**src/decoder_pkg.sv**
```systemverilog
package decoder_pkg;

    // Array size of the ancilla chain.
    localparam int num_units = 4;
    localparam int unit_id_width = 2;    // Enough bits for a root index.

    localparam int stage_width = 3;

    // Growth a link needs before it joins its two units.
    localparam int growth_width = 2;
    localparam logic [growth_width-1:0] link_weight = 2'd2;

    typedef enum logic [stage_width-1:0] {
        STAGE_IDLE    = 3'd0,    // Waiting for a syndrome.
        STAGE_LOADING = 3'd1,    // Units latch their defect bits.
        STAGE_GROW    = 3'd2,
        STAGE_MERGE   = 3'd3,    // Repeats until no unit changes.
        STAGE_PARITY  = 3'd4,
        STAGE_RESULT  = 3'd5     // Result handshake in progress.
    } stage_t;

    // Roots are listed for units 0 to 3, unit 0 in the low bits.
    typedef struct packed {
        logic [num_units-1:0][unit_id_width-1:0] roots;
        logic [num_units-1:0]                    touching;
    } decode_result_t;

endpackage

```
**src/link_pkg.sv**
```systemverilog
package link_pkg;

    // What one unit shows to one side of a link.
    typedef struct packed {
        logic [decoder_pkg::unit_id_width-1:0] root;
        logic                                  increase;    // Growth request in GROW.
        logic                                  touching;
    } link_side_t;

    // A boundary link has a unit on side a only.
    typedef enum logic {
        LINK_INTERNAL = 1'b0,
        LINK_BOUNDARY = 1'b1
    } link_kind_t;

endpackage

```
**src/neighbor_link.sv**
```systemverilog
`timescale 1ns/1ps

module neighbor_link #(
    parameter link_pkg::link_kind_t kind = link_pkg::LINK_INTERNAL
) (
    input  logic                  clk,
    input  logic                  reset,
    input  decoder_pkg::stage_t   stage,
    input  link_pkg::link_side_t  a_side,
    input  link_pkg::link_side_t  b_side,
    output link_pkg::link_side_t  a_view,
    output link_pkg::link_side_t  b_view,
    output logic                  fully_grown
);

    logic [decoder_pkg::growth_width-1:0] growth;
    logic [decoder_pkg::growth_width:0]   increase_sum;
    logic [decoder_pkg::growth_width:0]   growth_sum;

    generate
        if (kind == link_pkg::LINK_BOUNDARY) begin : gen_boundary
            // Only the unit on side a can grow toward the boundary.
            assign increase_sum = {{decoder_pkg::growth_width{1'b0}}, a_side.increase};

            // The boundary looks like a neighbor in the unit's own cluster.
            assign a_view = '{
                root:     a_side.root,
                increase: 1'b0,
                touching: fully_grown
            };
            assign b_view = a_side;
        end else begin : gen_internal
            assign increase_sum = {{decoder_pkg::growth_width{1'b0}}, a_side.increase}
                                + {{decoder_pkg::growth_width{1'b0}}, b_side.increase};

            assign a_view = b_side;    // Each unit sees the other end.
            assign b_view = a_side;
        end
    endgenerate

    assign growth_sum = {1'b0, growth} + increase_sum;

    always_ff @(posedge clk) begin
        if (reset) begin
            growth <= '0;
        end else begin
            case (stage)
                decoder_pkg::STAGE_LOADING: begin
                    growth <= '0;
                end
                decoder_pkg::STAGE_GROW: begin
                    // Saturate so a grown link stays grown.
                    if (growth_sum >= {1'b0, decoder_pkg::link_weight}) begin
                        growth <= decoder_pkg::link_weight;
                    end else begin
                        growth <= growth_sum[decoder_pkg::growth_width-1:0];
                    end
                end
                default: begin
                    growth <= growth;
                end
            endcase
        end
    end

    assign fully_grown = (growth >= decoder_pkg::link_weight);

endmodule

```
**src/processing_unit.sv**
```systemverilog
`timescale 1ns/1ps

module processing_unit #(
    parameter int unit_index = 0
) (
    input  logic                                  clk,
    input  logic                                  reset,
    input  decoder_pkg::stage_t                   stage,
    input  logic                                  defect,
    input  logic [decoder_pkg::num_units-1:0]     cluster_odd,
    input  link_pkg::link_side_t                  left_view,
    input  link_pkg::link_side_t                  right_view,
    input  logic                                  left_grown,
    input  logic                                  right_grown,
    output link_pkg::link_side_t                  left_side,
    output link_pkg::link_side_t                  right_side,
    output logic [decoder_pkg::unit_id_width-1:0] root,
    output logic                                  touching,
    output logic                                  odd_defect,
    output logic                                  changed
);

    localparam logic [decoder_pkg::unit_id_width-1:0] own_id =
        unit_index[decoder_pkg::unit_id_width-1:0];

    logic                                  active;
    logic                                  grow_req;
    logic [decoder_pkg::unit_id_width-1:0] merge_root;
    logic                                  merge_touching;

    // An odd cluster keeps growing until it reaches a boundary.
    assign active   = cluster_odd[root] && !touching;
    assign grow_req = (stage == decoder_pkg::STAGE_GROW) && active;

    always_comb begin
        merge_root     = root;
        merge_touching = touching;
        if (left_grown) begin
            if (left_view.root < merge_root) begin
                merge_root = left_view.root;
            end
            merge_touching = merge_touching | left_view.touching;
        end
        if (right_grown) begin
            if (right_view.root < merge_root) begin
                merge_root = right_view.root;
            end
            merge_touching = merge_touching | right_view.touching;
        end
    end

    // One hop per MERGE cycle, so the controller repeats MERGE while this is set.
    assign changed = (stage == decoder_pkg::STAGE_MERGE)
                   && ((merge_root != root) || (merge_touching != touching));

    always_ff @(posedge clk) begin
        if (reset) begin
            root       <= own_id;
            touching   <= 1'b0;
            odd_defect <= 1'b0;
        end else begin
            case (stage)
                decoder_pkg::STAGE_LOADING: begin
                    root       <= own_id;    // Every unit starts as its own cluster.
                    touching   <= 1'b0;
                    odd_defect <= defect;
                end
                decoder_pkg::STAGE_MERGE: begin
                    root     <= merge_root;
                    touching <= merge_touching;
                end
                default: begin
                    root     <= root;
                    touching <= touching;
                end
            endcase
        end
    end

    assign left_side = '{
        root:     root,
        increase: grow_req,
        touching: touching
    };

    assign right_side = '{
        root:     root,
        increase: grow_req,
        touching: touching
    };

endmodule

```
**src/stage_controller.sv**
```systemverilog
`timescale 1ns/1ps

module stage_controller (
    input  logic                                                          clk,
    input  logic                                                          reset,
    input  logic [decoder_pkg::num_units-1:0]                             syndrome,
    input  logic                                                          load_req,
    output logic                                                          load_ack,
    output logic                                                          res_req,
    input  logic                                                          res_ack,
    output decoder_pkg::decode_result_t                                   result,
    output decoder_pkg::stage_t                                           stage,
    output logic [decoder_pkg::num_units-1:0]                             unit_defect,
    input  logic [decoder_pkg::num_units-1:0][decoder_pkg::unit_id_width-1:0] roots,
    input  logic [decoder_pkg::num_units-1:0]                             touching,
    input  logic [decoder_pkg::num_units-1:0]                             defects,
    input  logic [decoder_pkg::num_units-1:0]                             changed,
    output logic [decoder_pkg::num_units-1:0]                             cluster_odd
);

    logic                                 res_done;    // res_ack seen for this result.
    logic [decoder_pkg::num_units-1:0]    parity_next;
    logic                                 any_active;

    // Defect parity per cluster, indexed by root id.
    always_comb begin
        parity_next = '0;
        for (int u = 0; u < decoder_pkg::num_units; u++) begin
            if (defects[u]) begin
                parity_next[roots[u]] = ~parity_next[roots[u]];
            end
        end
    end

    always_comb begin
        any_active = 1'b0;
        for (int u = 0; u < decoder_pkg::num_units; u++) begin
            if (parity_next[roots[u]] && !touching[u]) begin
                any_active = 1'b1;
            end
        end
    end

    always_ff @(posedge clk) begin
        if (reset) begin
            stage       <= decoder_pkg::STAGE_IDLE;
            load_ack    <= 1'b0;
            res_req     <= 1'b0;
            res_done    <= 1'b0;
            cluster_odd <= '0;
        end else begin
            if (load_ack && !load_req) begin
                load_ack <= 1'b0;
            end
            case (stage)
                decoder_pkg::STAGE_IDLE: begin
                    if (load_req && !load_ack) begin
                        load_ack <= 1'b1;
                        stage    <= decoder_pkg::STAGE_LOADING;
                    end
                end
                decoder_pkg::STAGE_LOADING: begin
                    stage <= decoder_pkg::STAGE_PARITY;
                end
                decoder_pkg::STAGE_PARITY: begin
                    cluster_odd <= parity_next;
                    stage <= any_active ? decoder_pkg::STAGE_GROW : decoder_pkg::STAGE_RESULT;
                end
                decoder_pkg::STAGE_GROW: begin
                    stage <= decoder_pkg::STAGE_MERGE;
                end
                decoder_pkg::STAGE_MERGE: begin
                    if (!(|changed)) begin
                        stage <= decoder_pkg::STAGE_PARITY;
                    end
                end
                decoder_pkg::STAGE_RESULT: begin
                    if (!res_req && !res_done) begin
                        res_req <= 1'b1;
                    end else if (res_req && res_ack) begin
                        res_req  <= 1'b0;
                        res_done <= 1'b1;
                    end else if (res_done && !res_ack && !load_req) begin
                        res_done <= 1'b0;
                        stage    <= decoder_pkg::STAGE_IDLE;
                    end
                end
                default: begin
                    stage <= decoder_pkg::STAGE_IDLE;
                end
            endcase
        end
    end

    // Syndrome is only valid until load_ack rises, so it is captured here.
    always_ff @(posedge clk) begin
        if ((stage == decoder_pkg::STAGE_IDLE) && load_req && !load_ack) begin
            unit_defect <= syndrome;
        end
        if ((stage == decoder_pkg::STAGE_PARITY) && !any_active) begin
            result.roots    <= roots;
            result.touching <= touching;
        end
    end

endmodule

```
**src/uf_decoder_top.sv**
```systemverilog
`timescale 1ns/1ps

module uf_decoder_top (
    input  logic                              clk,
    input  logic                              reset,
    input  logic [decoder_pkg::num_units-1:0] syndrome,
    input  logic                              load_req,
    output logic                              load_ack,
    output logic                              res_req,
    input  logic                              res_ack,
    output decoder_pkg::decode_result_t       result
);

    decoder_pkg::stage_t                                              stage;
    logic [decoder_pkg::num_units-1:0]                                unit_defect;
    logic [decoder_pkg::num_units-1:0]                                cluster_odd;
    logic [decoder_pkg::num_units-1:0][decoder_pkg::unit_id_width-1:0] roots;
    logic [decoder_pkg::num_units-1:0]                                touching;
    logic [decoder_pkg::num_units-1:0]                                defects;
    logic [decoder_pkg::num_units-1:0]                                changed;

    link_pkg::link_side_t [decoder_pkg::num_units-1:0] left_side;
    link_pkg::link_side_t [decoder_pkg::num_units-1:0] right_side;
    link_pkg::link_side_t [decoder_pkg::num_units-1:0] left_view;
    link_pkg::link_side_t [decoder_pkg::num_units-1:0] right_view;

    // Link k sits left of unit k, link num_units right of the last unit.
    logic [decoder_pkg::num_units:0] link_grown;

    stage_controller u_ctrl (
        .clk         (clk),
        .reset       (reset),
        .syndrome    (syndrome),
        .load_req    (load_req),
        .load_ack    (load_ack),
        .res_req     (res_req),
        .res_ack     (res_ack),
        .result      (result),
        .stage       (stage),
        .unit_defect (unit_defect),
        .roots       (roots),
        .touching    (touching),
        .defects     (defects),
        .changed     (changed),
        .cluster_odd (cluster_odd)
    );

    for (genvar i = 0; i < decoder_pkg::num_units; i++) begin : gen_unit
        processing_unit #(.unit_index(i)) u_unit (
            .clk         (clk),
            .reset       (reset),
            .stage       (stage),
            .defect      (unit_defect[i]),
            .cluster_odd (cluster_odd),
            .left_view   (left_view[i]),
            .right_view  (right_view[i]),
            .left_grown  (link_grown[i]),
            .right_grown (link_grown[i+1]),
            .left_side   (left_side[i]),
            .right_side  (right_side[i]),
            .root        (roots[i]),
            .touching    (touching[i]),
            .odd_defect  (defects[i]),
            .changed     (changed[i])
        );
    end

    neighbor_link #(.kind(link_pkg::LINK_BOUNDARY)) u_link_left (
        .clk         (clk),
        .reset       (reset),
        .stage       (stage),
        .a_side      (left_side[0]),
        .b_side      ('0),
        .a_view      (left_view[0]),
        .b_view      (),
        .fully_grown (link_grown[0])
    );

    for (genvar k = 1; k < decoder_pkg::num_units; k++) begin : gen_link
        neighbor_link #(.kind(link_pkg::LINK_INTERNAL)) u_link (
            .clk         (clk),
            .reset       (reset),
            .stage       (stage),
            .a_side      (right_side[k-1]),
            .b_side      (left_side[k]),
            .a_view      (right_view[k-1]),
            .b_view      (left_view[k]),
            .fully_grown (link_grown[k])
        );
    end

    neighbor_link #(.kind(link_pkg::LINK_BOUNDARY)) u_link_right (
        .clk         (clk),
        .reset       (reset),
        .stage       (stage),
        .a_side      (right_side[decoder_pkg::num_units-1]),
        .b_side      ('0),
        .a_view      (right_view[decoder_pkg::num_units-1]),
        .b_view      (),
        .fully_grown (link_grown[decoder_pkg::num_units])
    );

endmodule
```
**config.mk**
```make
export PLATFORM = sky130hd
export DESIGN_NAME = uf_decoder_top
export DESIGN_NICKNAME = d
export VERILOG_FILES = /design/src/decoder_pkg.sv /design/src/link_pkg.sv /design/src/neighbor_link.sv /design/src/processing_unit.sv /design/src/stage_controller.sv /design/src/uf_decoder_top.sv
export SDC_FILE = /design/constraint.sdc
export NUM_CORES = 1
export LEC_CHECK = 0
export BUFFER_PORTS_ARGS = -buffer_cell sky130_fd_sc_hd__buf_2
export CELL_PAD_IN_SITES_DETAIL_PLACEMENT = 0
export CELL_PAD_IN_SITES_GLOBAL_PLACEMENT = 1
export CORE_ASPECT_RATIO = 2
export CORE_UTILIZATION = 49
export CTS_BUF_LIST = sky130_fd_sc_hd__clkbuf_8
export DETAILED_ROUTE_END_ITERATION = 8
export GPL_ROUTABILITY_DRIVEN = 0
export PLACE_DENSITY_LB_ADDON = 0.1
export SLEW_MARGIN = 40
export SYNTH_ARGS = -nofsm -noshare
export SYNTH_HDL_FRONTEND = slang
export SYNTH_SLANG_ARGS = --single-unit
```
**constraint.sdc**
```tcl
create_clock -name clk -period 3.2 [get_ports clk]
set_input_delay 0.16 -clock clk [delete_from_list [all_inputs] [get_ports clk]]
set_output_delay 0.16 -clock clk [all_outputs]
set_load 0.02 [all_outputs]
```
# After elaboration in Yosys (flattened, before gate mapping)

Index checks and enable logic that the tools add are counted.
W data, S select, Z words.

Input bits: 8
Output and inout port bits: 14
Bits in registers: 52

Equal/unequal tests: 18
Bitwise operators: 14
$add $sub $neg: 8
Order comparisons: 25
Muxes and demuxes: 97
Reduce and logical (&&, ||, !) cells: 52

Operators with widths:

| cell                 | count |
|---|---|
| $mux W2              | 19 |
| $pmux W2 S2          | 9 |
| $mux W1              | 35 |
| $logic_and A1 B1 Y1  | 29 |
| $bmux W1 S2          | 12 |
| $mux W3              | 6 |
| $pmux W3 S6          | 1 |
| $mux W4              | 4 |
| $ge A3 B2 Y1 const B | 5 |
| $lt A2 B2 Y1         | 7 |
| $bwmux W4            | 3 |
| $lt A2 B3 Y1 const B | 4 |
| $ge A2 B2 Y1 const B | 5 |
| $logic_not A1 Y1     | 10 |
| $add A2 B3 Y3        | 3 |
| $demux W1 S2         | 4 |
| $ge A2 B1 Y1 const B | 4 |
| $ne A2 B2 Y1         | 4 |
| $or A1 B1 Y1         | 8 |
| $pmux W1 S2          | 4 |
| $reduce_bool A2 Y1   | 4 |
| $add A1 B1 Y2        | 3 |
| $add A2 B1 Y3        | 2 |
| $eq A3 B2 Y1 const B | 2 |
| other kinds (13)     | 27 |

# Logic depth before layout (Yosys ltp)

Word-level depth: 30
Gate-level depth with buffers: 12
Gate-level depth less buffers: 12

# By module

Synthesis repeated with hierarchy kept, for this count alone.

Cell total of the unflattened synthesis: 502
Area, all modules: 4,511.8 µm²

Modules (own cells, without submodules):

| module                                 | instances | area an instance (µm²) | cells an instance |
|---|---|---|---|
| stage_controller                       | 1         | 1,542.7                | 149 |
| neighbor_link (gen_link[1].u_link ...) | 3         | 237.7                  | 27 |
| processing_unit (gen_unit[2].u_unit)   | 1         | 461.7                  | 55 |
| processing_unit (gen_unit[0].u_unit)   | 1         | 460.4                  | 55 |
| processing_unit (gen_unit[3].u_unit)   | 1         | 457.9                  | 53 |
| processing_unit (gen_unit[1].u_unit)   | 1         | 456.7                  | 56 |
| neighbor_link (u_link_left ...)        | 2         | 207.7                  | 26 |
| uf_decoder_top                         | 1         | 3.8                    | 1 |

# Worst setup path before layout

Ideal clock, no wire load.

Kind: reg-to-reg
Start point: register gen_unit[2].u_unit.root[1] in the netlist's numbering
End point: register u_ctrl.stage[2]
Clock period less this slack: 2.787 ns
Library setup time: 0.103 ns
Path slack: 0.413 ns
Arrival time: 2.684 ns
Buffers on the path: 1
Data required time: 3.097 ns
Stages on the path, launching flop included: 13
Cells stage by stage: dfxtp_1 -> buf_2 -> inv_1 -> o21ai_0 -> inv_1 -> ha_1 -> nand3b_1 -> nor3b_1 -> o31ai_1 -> o311ai_0 -> o311ai_1 -> nor2_1 -> a2111oi_2

Cells in the longest elaborated chain, start to end: 20
Elaborated cells on any way between the ends: 60
Classes of those cells: 7 x order compare; 4 x eq/ne; 34 x mux; 2 x bitwise; 13 x reduce/logical

Ends and longest elaborated chain:

| element                                                                   | line                   | source |
|---|---|---|
| start: declaration                                                        | processing_unit.sv:17  | `output logic [decoder_pkg::unit_id_width-1:0] root,` |
| start signal: assignment                                                  | processing_unit.sv:58  | `root <= own_id;` |
| start signal: assignment                                                  | processing_unit.sv:64  | `root <= own_id;` |
| start signal: assignment                                                  | processing_unit.sv:69  | `root <= merge_root;` |
| $lt A2 B3 Y1 (implied by the code) / $ge A2 B1 Y1 (equally long branches) | stage_controller.sv:30 | `parity_next[roots[u]] = ~parity_next[roots[u]];` |
| $logic_and A1 B1 Y1 (implied by the code)                                 | stage_controller.sv:30 |  |
| $mux W1 (implied by the code)                                             | stage_controller.sv:30 |  |
| $demux W1 S2                                                              | -                      |  |
| $bwmux W4                                                                 | stage_controller.sv:30 |  |
| $mux W4                                                                   | stage_controller.sv:29 | `if (defects[u]) begin` |
| $bmux W1 S2                                                               | stage_controller.sv:30 |  |
| $mux W1 (implied by the code)                                             | stage_controller.sv:30 |  |
| $not A1 Y1                                                                | stage_controller.sv:30 |  |
| $bwmux W4                                                                 | stage_controller.sv:30 |  |
| $mux W4                                                                   | stage_controller.sv:29 |  |
| $bmux W1 S2                                                               | stage_controller.sv:38 | `if (parity_next[roots[u]] && !touching[u]) begin` |
| $mux W1 (implied by the code)                                             | stage_controller.sv:38 |  |
| $logic_and A1 B1 Y1                                                       | stage_controller.sv:38 |  |
| $mux W1 (4 in series)                                                     | stage_controller.sv:38 |  |
| $mux W3                                                                   | stage_controller.sv:67 | `stage <= any_active ? decoder_pkg::STAGE_GROW : decoder_pkg::STAGE_RESULT;` |
| $pmux W3 S6                                                               | stage_controller.sv:55 | `case (stage)` |
| end signal: assignment                                                    | stage_controller.sv:59 | `stage <= decoder_pkg::STAGE_LOADING;` |
| end signal: assignment                                                    | stage_controller.sv:67 |  |
| end signal: assignment                                                    | stage_controller.sv:70 | `stage <= decoder_pkg::STAGE_MERGE;` |
| end: declaration                                                          | stage_controller.sv:12 | `output decoder_pkg::stage_t stage,` |

Several ways; a longest one is shown, not always the timed one. The select of a mux whose other input is x is not followed.
A chain may end at the register's enable or synchronous reset.

# Worst setup path in the final report

Start point: register gen_unit[1].u_unit.root[1] in the netlist's numbering
End point: register u_ctrl.stage[2]

Cells in the longest elaborated chain, start to end: 25
Elaborated cells on any way between the ends: 65
Classes of those cells: 7 x order compare; 4 x eq/ne; 38 x mux; 3 x bitwise; 13 x reduce/logical

Ends and longest elaborated chain:

| element                                                                   | line |
|---|---|
| start: declaration                                                        | processing_unit.sv:17 |
| start signal: assignment                                                  | processing_unit.sv:58 |
| start signal: assignment                                                  | processing_unit.sv:64 |
| start signal: assignment                                                  | processing_unit.sv:69 |
| $lt A2 B3 Y1 (implied by the code) / $ge A2 B1 Y1 (equally long branches) | stage_controller.sv:30 |
| $logic_and A1 B1 Y1 (implied by the code)                                 | stage_controller.sv:30 |
| $mux W1 (implied by the code)                                             | stage_controller.sv:30 |
| $demux W1 S2                                                              | - |
| $bwmux W4                                                                 | stage_controller.sv:30 |
| $mux W4                                                                   | stage_controller.sv:29 |
| $bmux W1 S2                                                               | stage_controller.sv:30 |
| $mux W1 (implied by the code)                                             | stage_controller.sv:30 |
| [6 not listed]                                                            | - |
| $bwmux W4                                                                 | stage_controller.sv:30 |
| $mux W4                                                                   | stage_controller.sv:29 |
| $bmux W1 S2                                                               | stage_controller.sv:38 |
| $mux W1 (implied by the code)                                             | stage_controller.sv:38 |
| $logic_and A1 B1 Y1                                                       | stage_controller.sv:38 |
| $mux W1 (4 in series)                                                     | stage_controller.sv:38 |
| $mux W3                                                                   | stage_controller.sv:67 |
| $pmux W3 S6                                                               | stage_controller.sv:55 |

Several ways; a longest one is shown, not always the timed one. The select of a mux whose other input is x is not followed.

==> results.sh <==
export IMPL_setup_worst_path_end_class="flip-flop"
export IMPL_worst_slew_pin_slew_ns=0.668
export IMPL_asyncSetResetFlopFracSynth_pct=0
export IMPL_max_vdd_ir_drop_mv=0.316
export IMPL_maxCapViolCount=0
export IMPL_timing_setup_critical_path_class="reg -> reg"
export IMPL_fin_crit_ns=2.88
export IMPL_number_of_buffer_cells_added_on_primary_ports=21
export IMPL_drt_antenna_net_count=0
export IMPL_n_antenna_cell=0
export IMPL_synth_avg_cell_area_sq_um=9.28
export IMPL_outcome="complete, no violations"
export IMPL_comb_power_share_pct=23.0
export IMPL_std_cell_rows=42
export IMPL_synth_top_cells_by_area="dfxtp_1, edfxtp_1, ha_1, nor2_1, a21oi_1"
export IMPL_postSynthNetCount=389
export IMPL_yosys_area_top_type="dfxtp_1"
export IMPL_synth_top_area_share_pct=21.9
export IMPL_dr_total_vias=2718
export IMPL_tritoncts_num_sinks=52
export IMPL_crit_arrival_ns=3.10
export IMPL_via_per_inst=5.86
export IMPL_hold_viol_final=0
export IMPL_areaGrowthSynthToFinish_pct=10.1
export IMPL_switching_power_mw=0.491
export IMPL_yosys_cell_types_count=57
export IMPL_fin_crit_sh_pct=90.0
export IMPL_cts_buffers_inserted=5
export IMPL_p_per_area_nw_per_um2=438
export IMPL_crit_path_start_kind="flip-flop"
export IMPL_first_global_vias=2739
export IMPL_die_w_microns=60.0
export IMPL_clock_tree_root_cell="clkbuf_8"
export IMPL_seq_area_frac_synth_pct=36.5
export IMPL_max_slew_violation_count=0
export IMPL_htree_levels=2
export IMPL_drc_errors=0
export IMPL_postRouteWirelength_microns=8070
export IMPL_power_frac_clock_pct=28.4
export IMPL_max_fanout_on_critical_path=6
export IMPL_final_layout_size_suffix_gt1_share_pct=16.2
export IMPL_die_height_microns=118
export IMPL_leakagePower_nw=1.42
export IMPL_detailedRoute_firstIterationViolations=136
export IMPL_finalHoldWorstSlack_ns=0.0151
export IMPL_initial_core_util_pct=50.2
export IMPL_swShare_pct=30.9
export IMPL_synth_seq_cells=52
export IMPL_drtPass1Iterations=4
export IMPL_grt_antenna_before_repair=0
export IMPL_holdCritPathClass="in -> reg"
export IMPL_power_report_internal_total_mw=1.10
export IMPL_post_synth_inst_count=355
export IMPL_wl_per_cell_microns=17.4
export IMPL_tritoncts="done"
export IMPL_worst_setup_hold_path_clk_slew_ns=0.09
export IMPL_worst_skew_pair_late_latency_ns=0.32
export IMPL_coreArea_sq_um=6570
export IMPL_overflow=0
export IMPL_setup_viol_count_final=0
export IMPL_rsz_0062_raised_after_global_routing="no"
export IMPL_final_setup_skew_ns=0.00746
export IMPL_syn_area_sq_um=3290
export IMPL_synthesis_yosys_warnings=0
export IMPL_cts_hold_buffers_added=0
export IMPL_largest_net_degree_at_the_start_of_global_routing=33
export IMPL_headroom_to_the_max_slew_limit_pct=55.3
export IMPL_grt_pass1_wl_microns=13300
export IMPL_grtUsageTotal_pct=25.3
export IMPL_share_seq_of_total_power_pct=48.6
export IMPL_detailedPlacementHpwl_microns=6110
export IMPL_synth_ff_type="dfxtp_1"
export IMPL_setup_tns_final_ns=0
export IMPL_max_freq_mhz=347
export IMPL_ios=22
export IMPL_layout_nets=409
export IMPL_die_area_sq_um=7080
export IMPL_synth_edf_count=16
export IMPL_clock_path_buffers=2
export IMPL_worstPathRequired_ns=3.42
[logic make-up (layout without fill, tap and decap cells)]
logic type,Yosys count,in the layout,share of synthesized area [%]
DFF,52,52,36.5
xor gates and xnor gates,16,16,5.32
buffers and inverters,40,61,5.05
and+or+nand+nor,128,128,20.7
AOI/OAI and AO/OA,85,85,18.0
muxes,8,8,3.95
adders and majority gates,26,26,10.6
[final cells by class]
class | count | area (sq um)
repair buffers | 36 | 218
flip-flops and latches | 52 | 1200
multi-input cells | 263 | 1930
clock inverters | 3 | 38.8
well taps | 88 | 110
inverters | 17 | 63.8
clock buffers | 5 | 68.8
fillers | 635 | 2940
[state kept, by name, indices dropped and copies added (netlist names)]
| register | flops |
|---|---|
| gen_link.u_link.growth | 6 |
| gen_unit.u_unit.odd_defect | 4 |
| gen_unit.u_unit.root | 8 |
| gen_unit.u_unit.touching | 4 |
| u_ctrl.cluster_odd | 4 |
| u_ctrl.load_ack | 1 |
| u_ctrl.res_done | 1 |
| u_ctrl.res_req | 1 |
| u_ctrl.result | 12 |
| u_ctrl.stage | 3 |
| u_ctrl.unit_defect | 4 |
| u_link_left.growth | 2 |
| u_link_right.growth | 2 |
[worst max-delay path: stages (launching register included)]
cell and delay (ns):
dfxtp_1 0.38, ha_1 0.27, nand2_1 0.11, a21boi_1 0.22
inv_1 0.09, ha_1 0.28, nand3b_1 0.13, nor3b_1 0.17
o21bai_1 0.19, nand4_1 0.12, o311ai_1 0.39, nor2_1 0.10
a2111oi_2 0.32
[worst paths after layout]
kind,to,depth (start not counted),slack (ns),start
hold reg to reg,gen_link[2].u_link.growth[0]$_SDFFE_PP0P_,2,0.51,gen_link[2].u_link.growth[0]$_SDFFE_PP0P_
hold / removal,u_ctrl.unit_defect[1]$_DFFE_PP_,1,0.02,syndrome[1]
setup / recovery,u_ctrl.stage[2]$_SDFFE_PP0P_,12,0.32,gen_unit[1].u_unit.root[1]$_SDFFE_PP0P_
setup reg to reg,u_ctrl.stage[2]$_SDFFE_PP0P_,12,0.32,gen_unit[1].u_unit.root[1]$_SDFFE_PP0P_
[per-stage QoR]
stage               worst slack, ns  instances  area [sq um]  power (mW)  utilization [%]
floorplan                     0.413        355          3290        1.05                -
global placement              0.406        456          3520        1.15             53.6
detailed placement            0.332        456          3520        1.15             53.6
CTS                           0.279        464          3630        1.60             55.2
global route                0.00983        464          3630        1.67             55.2
finish                        0.320        464          3630        1.59             55.2
[cells in the mapped netlist, types with 6 or more instances]
cell type,instances
dfxtp_1,36
nor2_1,35
nand2_1,25
a21oi_1,23
ha_1,23
inv_1,17
edfxtp_1,16
clkbuf_1,14
nor3b_1,14
nand3b_1,11
nor3_1,10
o21ai_0,10
a211oi_1,8
xnor2_1,8
buf_2,7
nand2b_1,7
nand3_1,7
o22ai_1,6
[routing by layer]
| layer | vias to the layer above | track usage (%) | part of all wire [%] | wire length (microns) |
|---|---|---|---|---|
| met2 | 53 | 43.5 | 56 | 4480 |
| met5 | - | 0 | 0 | 0 |
| met1 | 1319 | 29.2 | 39 | 3110 |
| li1 | 1334 | - | - | - |
| met4 | 0 | 12.9 | 3.0 | 242 |
| met3 | 12 | 3.30 | 2.9 | 234 |
[cells in the final DEF, fill, tap and decap left out, drive strengths merged, types with 5 or more instances in the layout]
master,netlist,routed
nor3,12,12
clkbuf,14,5
nand3b,12,12
a21oi,23,23
o21ai,10,10
a32oi,5,5
xnor2,9,9
a31oi,5,5
nand3,7,7
edfxtp,16,16
buf,9,36
nand2,25,25
a211oi,8,8
nor2,35,35
o22ai,6,6
inv,17,18
xor2,5,5
ha,23,23
nor3b,15,15
nand2b,7,7
dfxtp,36,36
[power by group through the flow]
| stage | sequential [mW] | clock (mW) | combinational, mW |
|---|---|---|---|
| floorplan | 0.784 | 0 | 0.262 |
| detailed placement | 0.787 | 0 | 0.363 |
| finish | 0.773 | 0.452 | 0.365 |
| global placement | 0.786 | 0 | 0.364 |
| CTS | 0.772 | 0.464 | 0.367 |
| global route | 0.781 | 0.483 | 0.405 |
[timing repair]
item / in CTS / in global routing
setup buffers: 0 / 0
gates resized for setup: 0 / 2
setup endpoints to repair: 0 / 1
Note: power is estimated with default switching activity, not from simulation.
